===== src/rtl/div_pkg.sv =====
`default_nettype none

package div_pkg;

   localparam int div_width   = 32;
   localparam int div_steps   = 32;   // quotient iterations, remainder adds one
   localparam int small_width = 4;

   // operands and result
   typedef logic [div_width-1:0] div_word_t;

   // divisor with sign extension, partial remainder, quotient register
   typedef logic [div_width:0] div_ext_t;

   typedef logic [5:0] div_count_t;   // holds up to div_steps + 1

   typedef logic [small_width-1:0] div_small_t;

   typedef struct packed {
      logic is_unsigned;
      logic is_rem;
   } div_cmd_t;

   // captured with the operands
   typedef struct packed {
      logic dividend_neg;
      logic divisor_neg;
      logic signed_op;     // signed and divisor nonzero
      logic is_rem;
   } div_flags_t;

endpackage

`default_nettype wire


===== src/rtl/div_control.sv =====
`timescale 1ns/1ps
`default_nettype none

module div_control import div_pkg::*; (
   input  wire logic       clk,
   input  wire logic       reset,
   input  wire logic       start,
   input  wire logic       cancel,
   input  wire div_flags_t flags,
   input  wire logic       small_hit,
   output logic            run,
   output logic            first_step,
   output logic            last_step,
   output logic            done
);

   logic       run_ff;
   logic       first_ff;
   logic       finish;
   logic       finish_ff;
   logic       count_en;
   div_count_t count;

   // remainder needs one extra pass for the correction
   assign finish = small_hit |
                   (flags.is_rem ? (count == div_count_t'(div_steps + 1))
                                 : (count == div_count_t'(div_steps)));

   assign count_en = run_ff & ~finish & ~cancel;

   always_ff @(posedge clk) begin
      if (reset) begin
         run_ff    <= 1'b0;
         first_ff  <= 1'b0;
         finish_ff <= 1'b0;
         count     <= '0;
      end else begin
         run_ff    <= (start | run_ff) & ~finish & ~cancel;
         first_ff  <= start & ~cancel;
         finish_ff <= finish & ~cancel;
         if (count_en) begin
            count <= count + div_count_t'(1);
         end else begin
            count <= '0;   // idle or killed
         end
      end
   end

   assign run        = run_ff;
   assign first_step = first_ff;
   assign last_step  = (count == div_count_t'(div_steps + 1));

   // late cancel still kills the pulse
   assign done = finish_ff & ~cancel;

endmodule

`default_nettype wire


===== src/rtl/div_smallnum.sv =====
`timescale 1ns/1ps
`default_nettype none

module div_smallnum import div_pkg::*; (
   input  wire logic       clk,
   input  wire logic       reset,
   input  wire logic       step_valid,
   input  wire div_flags_t flags,
   input  wire div_small_t q_low,
   input  wire div_small_t m_low,
   input  wire logic       q_high_zero,
   input  wire logic       m_high_zero,
   input  wire logic       dividend_zero,
   input  wire logic       divisor_zero,
   output logic            small_hit,
   output logic            small_hit_ff,
   output div_small_t      small_q_ff
);

   div_small_t small_q;

   // both fit in 4 bits, or dividend is zero; divide by zero goes long
   assign small_hit = step_valid & ~flags.is_rem & ~divisor_zero &
                      ((q_high_zero & m_high_zero) | dividend_zero);

   // m_low may be zero with a big divisor, quotient is unused then
   assign small_q = (m_low == '0) ? '0 : div_small_t'(q_low / m_low);

   always_ff @(posedge clk) begin
      if (reset) begin
         small_hit_ff <= 1'b0;
      end else begin
         small_hit_ff <= small_hit;
      end
   end

   always_ff @(posedge clk) begin
      if (small_hit) begin
         small_q_ff <= small_q;
      end
   end

endmodule

`default_nettype wire


===== src/rtl/div_datapath.sv =====
`timescale 1ns/1ps
`default_nettype none

module div_datapath import div_pkg::*; (
   input  wire logic      clk,
   input  wire logic      reset,
   input  wire logic      start,
   input  wire div_cmd_t  cmd,
   input  wire div_word_t dividend,
   input  wire div_word_t divisor,
   input  wire logic      run,
   input  wire logic      first_step,
   input  wire logic      last_step,
   output div_flags_t     flags,
   output div_ext_t       q_ff,
   output div_ext_t       a_ff,
   output div_small_t     q_low,
   output div_small_t     m_low,
   output logic           q_high_zero,
   output logic           m_high_zero,
   output logic           dividend_zero,
   output logic           divisor_zero
);

   div_ext_t   m_ff;
   div_ext_t   m_eff;
   div_ext_t   a_shift;
   div_ext_t   a_next;
   div_word_t  dividend_eff;
   div_flags_t flags_next;
   logic       add;
   logic       m_already_comp;
   logic       rem_correct;
   logic       a_en;

   always_comb begin
      flags_next.dividend_neg = dividend[div_width-1];
      flags_next.divisor_neg  = divisor[div_width-1];
      flags_next.signed_op    = ~cmd.is_unsigned & (divisor != '0);
      flags_next.is_rem       = cmd.is_rem;
   end

   always_ff @(posedge clk) begin
      if (reset) begin
         flags <= '0;
      end else if (start) begin
         flags <= flags_next;
      end
   end

   // divisor sign extended only for signed ops
   always_ff @(posedge clk) begin
      if (start) begin
         m_ff <= {~cmd.is_unsigned & divisor[div_width-1], divisor};
      end
   end

   // magnitude of a negative signed dividend
   assign dividend_eff = (flags.signed_op & flags.dividend_neg) ? -q_ff[div_width-1:0]
                                                                 : q_ff[div_width-1:0];

   // negative divisor is already complemented, so swap add and sub
   assign m_already_comp = flags.divisor_neg & flags.signed_op;

   assign rem_correct = last_step & flags.is_rem & a_ff[div_width];

   assign add = a_ff[div_width] ^ m_already_comp;

   assign m_eff = add ? m_ff : ~m_ff;

   // correction pass adds back without a shift
   assign a_shift = rem_correct ? a_ff : {a_ff[div_width-1:0], q_ff[div_width]};

   assign a_next = a_shift + m_eff + {{div_width{1'b0}}, ~add};

   always_ff @(posedge clk) begin
      if (start) begin
         q_ff <= {1'b0, dividend};
      end else if (run) begin
         if (first_step) begin
            q_ff <= {dividend_eff, ~a_next[div_width]};
         end else begin
            q_ff <= {q_ff[div_width-1:0], ~a_next[div_width]};
         end
      end
   end

   // remainder holds in the last pass unless it went negative
   assign a_en = (run & ~last_step) | rem_correct;

   always_ff @(posedge clk) begin
      if (start) begin
         a_ff <= '0;
      end else if (a_en) begin
         a_ff <= a_next;
      end
   end

   // zero tests for the short path, off the raw operands
   assign q_high_zero   = (q_ff[div_width-1:small_width] == '0);
   assign m_high_zero   = (m_ff[div_width-1:small_width] == '0);
   assign dividend_zero = (q_ff[div_width-1:0] == '0);
   assign divisor_zero  = (m_ff[div_width-1:0] == '0);

   assign q_low = q_ff[small_width-1:0];
   assign m_low = m_ff[small_width-1:0];

endmodule

`default_nettype wire


===== src/rtl/div_result.sv =====
`timescale 1ns/1ps
`default_nettype none

module div_result import div_pkg::*; (
   input  wire div_flags_t flags,
   input  wire div_ext_t   q_ff,
   input  wire div_ext_t   a_ff,
   input  wire logic       small_hit_ff,
   input  wire div_small_t small_q_ff,
   output div_word_t       result
);

   div_word_t q_eff;
   div_word_t a_eff;
   logic      q_negate;
   logic      a_negate;

   assign q_negate = flags.signed_op & (flags.dividend_neg ^ flags.divisor_neg);

   // remainder follows the dividend sign
   assign a_negate = flags.signed_op & flags.dividend_neg;

   assign q_eff = q_negate ? -q_ff[div_width-1:0] : q_ff[div_width-1:0];
   assign a_eff = a_negate ? -a_ff[div_width-1:0] : a_ff[div_width-1:0];

   always_comb begin
      if (small_hit_ff) begin
         result = {{(div_width - small_width){1'b0}}, small_q_ff};
      end else if (flags.is_rem) begin
         result = a_eff;
      end else begin
         result = q_eff;
      end
   end

endmodule

`default_nettype wire


===== src/rtl/div_top.sv =====
`timescale 1ns/1ps
`default_nettype none

module div_top import div_pkg::*; (
   input  wire logic      clk,
   input  wire logic      reset,
   input  wire logic      start,
   input  wire div_cmd_t  cmd,
   input  wire div_word_t dividend,
   input  wire div_word_t divisor,
   input  wire logic      cancel,
   output logic           done,
   output div_word_t      result
);

   div_flags_t flags;
   div_ext_t   q_ff;
   div_ext_t   a_ff;
   div_small_t q_low;
   div_small_t m_low;
   div_small_t small_q_ff;
   logic       q_high_zero;
   logic       m_high_zero;
   logic       dividend_zero;
   logic       divisor_zero;
   logic       run;
   logic       first_step;
   logic       last_step;
   logic       step_valid;
   logic       small_hit;
   logic       small_hit_ff;

   assign step_valid = first_step & ~cancel;   // short path only on a live divide

   div_control i_div_control (
      .clk        (clk),
      .reset      (reset),
      .start      (start),
      .cancel     (cancel),
      .flags      (flags),
      .small_hit  (small_hit),
      .run        (run),
      .first_step (first_step),
      .last_step  (last_step),
      .done       (done)
   );

   div_smallnum i_div_smallnum (
      .clk           (clk),
      .reset         (reset),
      .step_valid    (step_valid),
      .flags         (flags),
      .q_low         (q_low),
      .m_low         (m_low),
      .q_high_zero   (q_high_zero),
      .m_high_zero   (m_high_zero),
      .dividend_zero (dividend_zero),
      .divisor_zero  (divisor_zero),
      .small_hit     (small_hit),
      .small_hit_ff  (small_hit_ff),
      .small_q_ff    (small_q_ff)
   );

   div_datapath i_div_datapath (
      .clk           (clk),
      .reset         (reset),
      .start         (start),
      .cmd           (cmd),
      .dividend      (dividend),
      .divisor       (divisor),
      .run           (run),
      .first_step    (first_step),
      .last_step     (last_step),
      .flags         (flags),
      .q_ff          (q_ff),
      .a_ff          (a_ff),
      .q_low         (q_low),
      .m_low         (m_low),
      .q_high_zero   (q_high_zero),
      .m_high_zero   (m_high_zero),
      .dividend_zero (dividend_zero),
      .divisor_zero  (divisor_zero)
   );

   div_result i_div_result (
      .flags        (flags),
      .q_ff         (q_ff),
      .a_ff         (a_ff),
      .small_hit_ff (small_hit_ff),
      .small_q_ff   (small_q_ff),
      .result       (result)
   );

endmodule

`default_nettype wire


===== config.mk =====
export PLATFORM = sky130hd
export DESIGN_NAME = div_top
export DESIGN_NICKNAME = d
export VERILOG_FILES = /design/src/rtl/div_pkg.sv /design/src/rtl/div_control.sv /design/src/rtl/div_smallnum.sv /design/src/rtl/div_datapath.sv /design/src/rtl/div_result.sv /design/src/rtl/div_top.sv
export SDC_FILE = /design/constraint.sdc
export NUM_CORES = 1
export LEC_CHECK = 0
export BUFFER_PORTS_ARGS = -buffer_cell sky130_fd_sc_hd__buf_4
export CAP_MARGIN = 25
export CORE_AREA = 2 2 186 188
export CTS_BUF_LIST = sky130_fd_sc_hd__clkbuf_4
export DETAILED_ROUTE_END_ITERATION = 10
export DIE_AREA = 0 0 188 190
export PLACE_DENSITY_LB_ADDON = 0.15
export SKIP_CTS_REPAIR_TIMING = 1
export SLEW_MARGIN = 30
export SYNTH_ARGS = -nofsm -noshare
export SYNTH_HDL_FRONTEND = slang
export SYNTH_HIERARCHICAL = 1
export SYNTH_SLANG_ARGS = --single-unit

===== constraint.sdc =====
create_clock -name clk -period 5.2 [get_ports clk]
set_input_delay 1.04 -clock clk [delete_from_list [all_inputs] [get_ports clk]]
set_output_delay 1.04 -clock clk [all_outputs]
set_load 0.005 [all_outputs]

# Yosys cells after proc, flatten, opt, wreduce, memory -nomap -nowiden
# Index checks and enable logic that the tools add are counted.
dict set report classes {
  mux 11
  div 1
  n_eq_ne 2
  bitwise 36
  n_reduce_logical 8
  n_addsub 5
}
# op count
set op_table {}
lappend op_table {{32-bit 2-to-1 mux} 7}
lappend op_table {{33-bit 2-to-1 mux} 3}
lappend op_table {{32-bit logical NOT} 2}
lappend op_table {{32-bit negator} 2}
lappend op_table {{28-bit logical NOT} 2}
lappend op_table {{33-bit by 1-bit adder with 33-bit output} 1}
lappend op_table {{33-bit adder} 1}
lappend op_table {{33-bit NOT} 1}
lappend op_table {{32-bit nonzero test} 1}
lappend op_table {{1-bit AND} 20}
lappend op_table {{6-bit == test, second input constant} 2}
lappend op_table {{1-bit NOT} 9}
lappend op_table {{6-bit by 1-bit adder with 6-bit output, second input constant} 1}
lappend op_table {{4-bit by 4-bit divider with 4-bit output} 1}
lappend op_table {{4-bit logical NOT} 1}
lappend op_table {{1-bit bitwise OR} 4}
lappend op_table {{2-bit nonzero test} 1}
lappend op_table {{2-bit OR reduction} 1}
lappend op_table {{1-bit XOR} 2}
lappend op_table {{1-bit 2-to-1 mux} 1}
dict set report word_totals {
  elab_cells 77
  reg_bits 117
  inputBits 70
}

# Depth between registers and ports, before layout
# Gate-level depths: netlist of the first run.
dict set report depth {
  ltp_word 11
  depth_mapped 19
  depth_no_buf 18
}

# Modules after synthesis
# The synthesis of the first run kept the hierarchy.
# mod area_per_inst_um2 instances seq_area_each_um2 cells_each
set modules_own_cells {}
lappend modules_own_cells {div_datapath 7053.0 1 2712.6 750}
lappend modules_own_cells {div_result 1944.4 1 0.0 311}
lappend modules_own_cells {div_smallnum 558.0 1 140.1 57}
lappend modules_own_cells {div_control 392.9 1 180.2 42}
lappend modules_own_cells {div_top 13.8 1 0.0 1}

# Worst setup path after synthesis of the first run
# OpenSTA, ideal clock, no wires.
dict set report synth_path {
  path_type {register -> register}
  from {reg i_div_control.count[4]}
  to {reg i_div_datapath.q_ff[0] (data pin)}
  period_less_slack_ns 4.260
  required_time_ns 4.937
  setup_slack_ns 0.940
  setup_time_ns 0.263
  arrival_time_ns 3.997
  path_stages_with_launch 17
  path_cell_list {dfxtp_1 or4b_4 nor2_1 and3_1 buf_4 clkbuf_1 mux2_2 fa_1 a21o_2 a31oi_1 or4_1 o31a_2 a21oi_4 a221o_1 a21oi_2 xor2_1 o21ai_1}
}
dict set report synth_via {
  elab_chain_cells 10
}
# element line_no
set synth_lines {}
lappend synth_lines {{from (decl)} div_control.sv:22} ;# div_count_t count;
lappend synth_lines {{from (signal assigned)} div_control.sv:42} ;# count <= count + div_count_t'(1);
lappend synth_lines {{6-bit == test} div_control.sv:51} ;# assign last_step = (count == div_count_t'(div_steps + 1));
lappend synth_lines {{net last_step} div_top.sv:28} ;# logic last_step;
lappend synth_lines {{1-bit AND (2 in series)} div_datapath.sv:65} ;# assign rem_correct = last_step & flags.is_rem & a_ff[div_width];
lappend synth_lines {{33-bit 2-to-1 mux} div_datapath.sv:72} ;# assign a_shift = rem_correct ? a_ff : {a_ff[div_width-1:0], q_ff[div_width]};
lappend synth_lines {{33-bit adder} div_datapath.sv:74} ;# assign a_next = a_shift + m_eff + {{div_width{1'b0}}, ~add};
lappend synth_lines {{33-bit by 1-bit adder with 33-bit output} div_datapath.sv:74}
lappend synth_lines {{1-bit NOT} {div_datapath.sv:81, div_datapath.sv:83}}
lappend synth_lines {{33-bit 2-to-1 mux} div_datapath.sv:80} ;# if (first_step) begin
lappend synth_lines {{32-bit 2-to-1 mux} div_datapath.sv:79} ;# end else if (run) begin
lappend synth_lines {{32-bit 2-to-1 mux} div_datapath.sv:77} ;# if (start) begin
lappend synth_lines {{to (signal assigned)} div_datapath.sv:78} ;# q_ff <= {1'b0, dividend};
lappend synth_lines {{to (signal assigned)} div_datapath.sv:81} ;# q_ff <= {dividend_eff, ~a_next[div_width]};
lappend synth_lines {{to (signal assigned)} div_datapath.sv:83} ;# q_ff <= {q_ff[div_width-1:0], ~a_next[div_width]};
lappend synth_lines {{to (decl)} div_datapath.sv:15} ;# output div_ext_t q_ff,
# The timed path passes the listed nets, and every way through them passes these cells. The select of a mux whose other input is x is not followed.
# A chain may end at the register's enable or synchronous reset.

# Worst setup path after layout of the first run
# Ends and elaborated chain as after synthesis.

==> results of run 1 <==
-- Yosys cell counts (20+ instances only) --
library cell and instances:
mux2_2 31, xnor2_1 65, inv_1 29, nand2_1 117
dfxtp_1 48, xor2_1 66, a21oi_1 79, ha_1 48
nor4_1 34, o21ai_0 63, nand3_1 28, edfxtp_1 69
or4_1 20, clkbuf_1 43, nor2_1 94, nor3_1 25
-- per-stage QoR --
| step | std cells | instance area, um2 |
|---|---|---|
| 3_3_place_gp | 1675 | 11200 |
| 3_5_place_dp | 1675 | 11200 |
| 4_1_cts | 1707 | 11400 |
| 5_1_grt | 1708 | 11400 |
| 6_report | 1708 | 11400 |
| 2_1_floorplan | 1161 | 9960 |
-- report_power, final --
group | internal (mW) | total [mW] | switching [mW]
logic | 0.409 | 0.939 | 0.531
registers | 1.06 | 1.18 | 0.123
clock network | 0.247 | 0.680 | 0.433
total | 1.72 | 2.80 | 1.09
-- path summary, 6_finish.rpt --
check                              start                      to  slack (ns)  depth (start not counted)
setup reg to reg  i_div_control/count[4]  i_div_datapath/q_ff[0]        0.72                         15
hold reg to reg   i_div_control/count[5]  i_div_control/count[5]        0.48                          2
setup / recovery  i_div_control/count[4]  i_div_datapath/q_ff[0]        0.72                         15
hold / removal    i_div_control/count[5]  i_div_control/count[5]        0.48                          2
-- worst max-delay path: stages (launching register included) --
cell and delay (ns):
dfxtp_1 0.36, or4b_4 0.56, nor2_1 0.15, and3_1 0.22, buf_12 0.24, mux2_2 0.37, ha_1 0.37, a21o_2 0.27
a31oi_1 0.28, o22ai_1 0.21, nor3b_2 0.29, a21oi_4 0.11, a221o_1 0.34, a21oi_2 0.16, xor2_1 0.21, o21ai_1 0.07
-- metal layers --
layer | track usage | share of wire | vias up
met5 | 0 | 0 | -
met4 | 0.0442 | 0.015 | 0
met3 | 0.0288 | 0.042 | 24
met2 | 0.277 | 0.45 | 222
met1 | 0.252 | 0.50 | 4174
li1 | - | - | 4455
-- flip-flops by register name (all words and copies together), names as in the netlist --
signal                       flops
i_div_smallnum/small_hit_ff      1
i_div_control/finish_ff          1
i_div_datapath/a_ff             33
i_div_datapath/m_ff             33
i_div_control/run                1
i_div_control/count              6
i_div_datapath/q_ff             33
i_div_smallnum/small_q_ff        4
i_div_control/first_step         1
i_div_datapath/flags             4
-- area by class of cell --
cell class	instances	area share
multi-input combinational	950	0.570
sequential	117	0.265
timing repair buffer	120	0.0799
tap	455	0.0498
inverter	33	0.0120
clock buffer	18	0.0118
clock inverter	14	0.0109
antenna	1	0.000219
-- cells by family (layout without fill, tap and decap cells) --
family / Yosys count / in the layout / synth area share
and+or+nand+nor: 421 / 421 / 0.218
AOI/OAI and AO/OA: 301 / 301 / 0.205
xor gates and xnor gates: 131 / 131 / 0.115
DFF: 117 / 117 / 0.304
buffers and inverters: 94 / 185 / 0.0430
adders and majority gates: 49 / 49 / 0.0623
muxes: 48 / 48 / 0.0525
other: 0 / 1 / 0
==> metrics.txt, run 1 <==
Syn Nets approximately 1300; Routed Antenna Nets 0; Post-DP HPWL roughly 24000 um; final-report hold violation count 0; first-pass GRT wire length 49600 um; status finished clean; worst hold path class flip-flop to flip-flop; Hold Slack 0.484 ns; worst-path fanout max 37; vias in the first global route 8570; die footprint roughly 36000 um2; Clk Tree Root Cell clkbuf_4; Routability Congestion 0.873; Peak Freq 0.223 GHz; Yosys reg bits around 120; detailed-route DRC error count 0; Final Util 0.337; Die H 190 um; top_reg_cell synth edfxtp_1; final WL between 30000 and 40000 um; most common cell after layout, fill and taps aside buf_4; IO Pins about 100; Fin Setup TNS 0 ns; area leader, netlist edfxtp_1; DRT iter0 DRCs approximately 510; H-tree levels 4; register area share after synthesis 0.304; fraction of post-synthesis cell area in the top cell type by area 0.208; first-pass detailed-route iteration total 5; die width 188 um; filler instances 3605; critical path endpoint category flip-flop; CTS tree done; total gr overflow 0; skew final roughly 0.027 ns; layout cells sized above 1 0.181; Starting Density 0.293; FF/Latch Area ~3000 um2; Cell Area, Synth around 10000 um2; Req. time, crit path between 5 and 6 ns; initial antenna violation count 1; Nets 1358; max-cap violations 0; CP arrival 4.83 ns; CTS Buf Count 17; Final Total Pwr between 2 and 3 mW; row cnt just under 70; Synth area leaders edfxtp_1, dfxtp_1, ha_1; core area roughly 34000 um2; worst vdd ir about 120 uV; Post-synth EDFFs between 60 and 70; Worst-path clk slew ~0.14 ns; Final period util 0.861; synthesis-to-finish area growth 14.8%; Avg Cell Area, Syn roughly 8.6 um2; Final WS setup between 0.7 and 0.8 ns; Syn Inst Count 1161; vias per inst between 5 and 6; DP Worst Slack between 0.8 and 0.9 ns; DR vias roughly 8900; worst-margin pin slew between 0.9 and 1 ns; CP Launch Type flip-flop; Avg WL per Cell approximately 18 um; yosys warns 6; Total Routing Usage GR 0.177; I/O Buffers 102; largest net degree at the start of global routing 61; Clock Latency Late Sink approximately 0.59 ns; crit path kind flip-flop to flip-flop; footprint of the multi-input gates approximately 6500 um2; CTS max path bufs 2; FFs w/ async S/R, synth 0; Pins Over Slew Limit 0; Synth cell types 94; commonest non-fill, non-tap cells in the layout buf_4, nand2_1, nor2_1, a21oi_1, edfxtp_1; Power per Cell Area around 240 nW/um2; RSZ-0062 raised after global routing false; P_leak roughly 4.3 nW; Slew HR 0.359; setup violators final 0; CTS sink count between 100 and 150; Tmin final ~4.5 ns
Power figures use the tool's default switching activity.
==> run 2, diff against run 1 <==
--- a/config.mk
+++ b/config.mk
@@ -5,12 +5,13 @@
 export SDC_FILE = /design/constraint.sdc
 export NUM_CORES = 1
 export LEC_CHECK = 0
+export ABC_AREA = 1
 export BUFFER_PORTS_ARGS = -buffer_cell sky130_fd_sc_hd__buf_4
 export CAP_MARGIN = 25
-export CORE_AREA = 2 2 186 188
+export CORE_AREA = 2 2 196 198
 export CTS_BUF_LIST = sky130_fd_sc_hd__clkbuf_4
 export DETAILED_ROUTE_END_ITERATION = 10
-export DIE_AREA = 0 0 188 190
+export DIE_AREA = 0 0 198 200
 export PLACE_DENSITY_LB_ADDON = 0.15
 export SKIP_CTS_REPAIR_TIMING = 1
 export SLEW_MARGIN = 30
==> run 2 against run 1 <==
  * Design area is 9.9% higher
  * Final cell count is 35% higher
  * Area after synthesis up 11%
  * Power is 11% higher
  * Critical path depth up 2
  * Synthesized cell count is 47% higher
  * Via count increased by 26%
  * Global-route usage increased by 1.2 points
  * Critical path type unchanged
  * Largest power group unchanged
==> metrics.txt, run 2 <==
crit path kind flip-flop to flip-flop; Power per Cell Area approximately 250 nW/um2; Cell Area, Synth ~11000 um2; max-cap violations 0; crit-path cells ha_1, nand3_1, inv_1, nand3_4, inv_1, o21ai_0, fa_1, nand3_1, nand2_1, a21oi_1, o21ai_2, nand2_1, nand2_1, nand2_1, nand3b_1, nand3_1, nand2_1; DRT iter0 DRCs about 770; yosys warns 6; most common cell after layout, fill and taps aside nand2_1; Fin Setup TNS 0 ns; final WL about 37000 um; final-report hold violation count 0; vias per inst roughly 4.8; Tmin final approximately 4.2 ns; complex-gate fraction of the synthesized area 0.154; Worst-path clk slew 0.13 ns; Slew HR 0.407; CP Launch Type flip-flop; die width 198 um; Final period util 0.800; biggest regs i_div_datapath/a_ff x33, i_div_datapath/m_ff x33, i_div_datapath/q_ff x33; worst-path fanout max 35; register area share after synthesis 0.274; Total Routing Usage GR 0.189; commonest non-fill, non-tap cells in the layout nand2_1, nor2_1, inv_1, o21ai_0; DR vias roughly 11000; status finished clean; Clock Power Share 0.255; post-synthesis adder-cell area fraction 0.0560; skew final 0.0317 ns; synthesis-to-finish area growth 13.4%; worst-margin pin slew approximately 0.89 ns; largest net degree at the start of global routing 49; CP arrival approximately 4.5 ns; core area 37400 um2; worst vdd ir approximately 150 uV; vias in the first global route roughly 10000; critical path endpoint category flip-flop; IO Pins around 100; top_reg_cell synth edfxtp_1; Req. time, crit path about 5.5 ns; Post-DP HPWL between 20000 and 30000 um; P_leak about 5.8 nW; CTS max path bufs 2; die footprint between 30000 and 40000 um2; Peak Freq 0.240 GHz; most common cell in the synthesized netlist nand2_1; mux share of post-synthesis cell area 0; Starting Density 0.296; Routed Antenna Nets 0; initial antenna violation count 2; critical path's top delay family simple AND/OR/NAND/NOR gates; Sw Pwr between 1 and 1.5 mW; fraction of post-synthesis cell area in the top cell type by area 0.187; Syn Nets approximately 1800; sequential power share 0.379; RSZ-0062 raised after global routing false; CTS tree done; Clk Tree Root Cell clkbuf_4; CTS sink count around 120; I/O Buffers between 100 and 150; FFs w/ async S/R, synth 0; total gr overflow 0; Avg WL per Cell approximately 16 um; Synth area leaders edfxtp_1, nand2_1, dfxtp_1; switching share of total power 0.409; dpl cells 2266; Post-Layout Cell Count 2300; row cnt 71; Pins Over Slew Limit 0; Most common cell on crit path nand2_1; largest family of logic cells by synthesized area simple AND/OR/NAND/NOR gates; H-tree levels 4; combinational power share 0.367; Post-synth EDFFs 69; post-synthesis xor/xnor area fraction 0.0482; Nets 1893; Synth cell types 54; Clock Latency Late Sink 0.57 ns; Slowest Stage Delay on Critical Path roughly 0.79 ns; area leader, netlist edfxtp_1; first-pass GRT wire length around 58000 um; first-pass detailed-route iteration total 5; setup violators final 0; most frequent cells after synthesis nand2_1, nor2_1, inv_1; Syn Inst Count 1701; CTS Buf Count 17; layout cells sized above 1 0.131; Die H roughly 200 um; Yosys reg bits between 100 and 150; Avg Cell Area, Syn roughly 6.5 um2; Routability Congestion ~0.88; worst path buffer plus inverter count 2; Simple-Gate Fraction of Synth Area 0.368; detailed-route DRC error count 0; worst hold path class flip-flop to flip-flop; Internal Power approximately 1.8 mW; CP max stage cell inv_1
run 2: cell count changes after synthesis, moves of 17 or more:
cell	before	now
nand2_1	117	379
inv_1	29	211
nor2_1	94	249
nand3_1	28	108
o21ai_0	63	122
xor2_1	66	23
mux2_2	31	0
xnor2_1	65	38
a21oi_1	79	104
nand2_2	0	23
or4_1	20	0
or3_1	17	0
run 2: routing by layer:
layer | GRT usage | vias up | wire length, um
met5 | 0 | - | 0
met4 | 0.0501 | 0 | 680
met3 | 0.0255 | 34 | 1250
met2 | 0.312 | 206 | 17100
met1 | 0.260 | 5160 | 18000
li1 | - | 5748 | -
run 2: stage by stage:
step | power (mW) | setup slack (ns) | util | hold slack (ns) | instance area, um2
after floorplan | 1.94 | 1.66 | - | 0.445 | 11100
after global placement | 2.32 | 1.20 | 0.327 | 0.466 | 12200
after detailed placement | 2.33 | 1.09 | 0.327 | 0.476 | 12200
after CTS | 3.13 | 1.08 | 0.336 | 0.508 | 12600
after global routing | 3.32 | 0.605 | 0.336 | 0.531 | 12600
final | 3.10 | 1.04 | 0.336 | 0.503 | 12600
run 2: power by group through the flow:
stage          combinational (mW)  clock [mW]  sequential [mW]
3_5_place_dp                 1.13           0             1.20
4_1_cts                      1.14       0.820             1.18
6_report                     1.14       0.789             1.17
5_1_grt                      1.28       0.851             1.19
2_1_floorplan               0.790           0             1.15
3_3_place_gp                 1.13           0             1.20
run 2: cells by family (layout without fill, tap and decap cells):
family | after synthesis | after routing
AOI/OAI and AO/OA | 308 | 308
other | 0 | 2
xor gates and xnor gates | 61 | 61
buffers and inverters | 271 | 357
DFF | 117 | 117
adders and majority gates | 49 | 49
and+or+nand+nor | 895 | 895
run 2: layout make-up:
| class | instances | area [um2] |
|---|---|---|
| fillers | 4143 | 24800 |
| clock buffers | 17 | 128 |
| clock inverters | 15 | 195 |
| flip-flops and latches | 117 | 3030 |
| well taps | 511 | 639 |
| multi-input cells | 1313 | 6940 |
| inverters | 217 | 818 |
| diodes | 2 | 5.00 |
| repair buffers | 108 | 811 |
run 2: final timing paths:
path,cells past startpoint,end,startpoint,slack (ns)
max reg2reg,17,i_div_datapath/q_ff[0],i_div_control/count[0],1.04
min reg2reg,1,i_div_control/count[0],i_div_control/count[0],0.50
min,1,i_div_control/count[0],i_div_control/count[0],0.50
max,17,i_div_datapath/q_ff[0],i_div_control/count[0],1.04
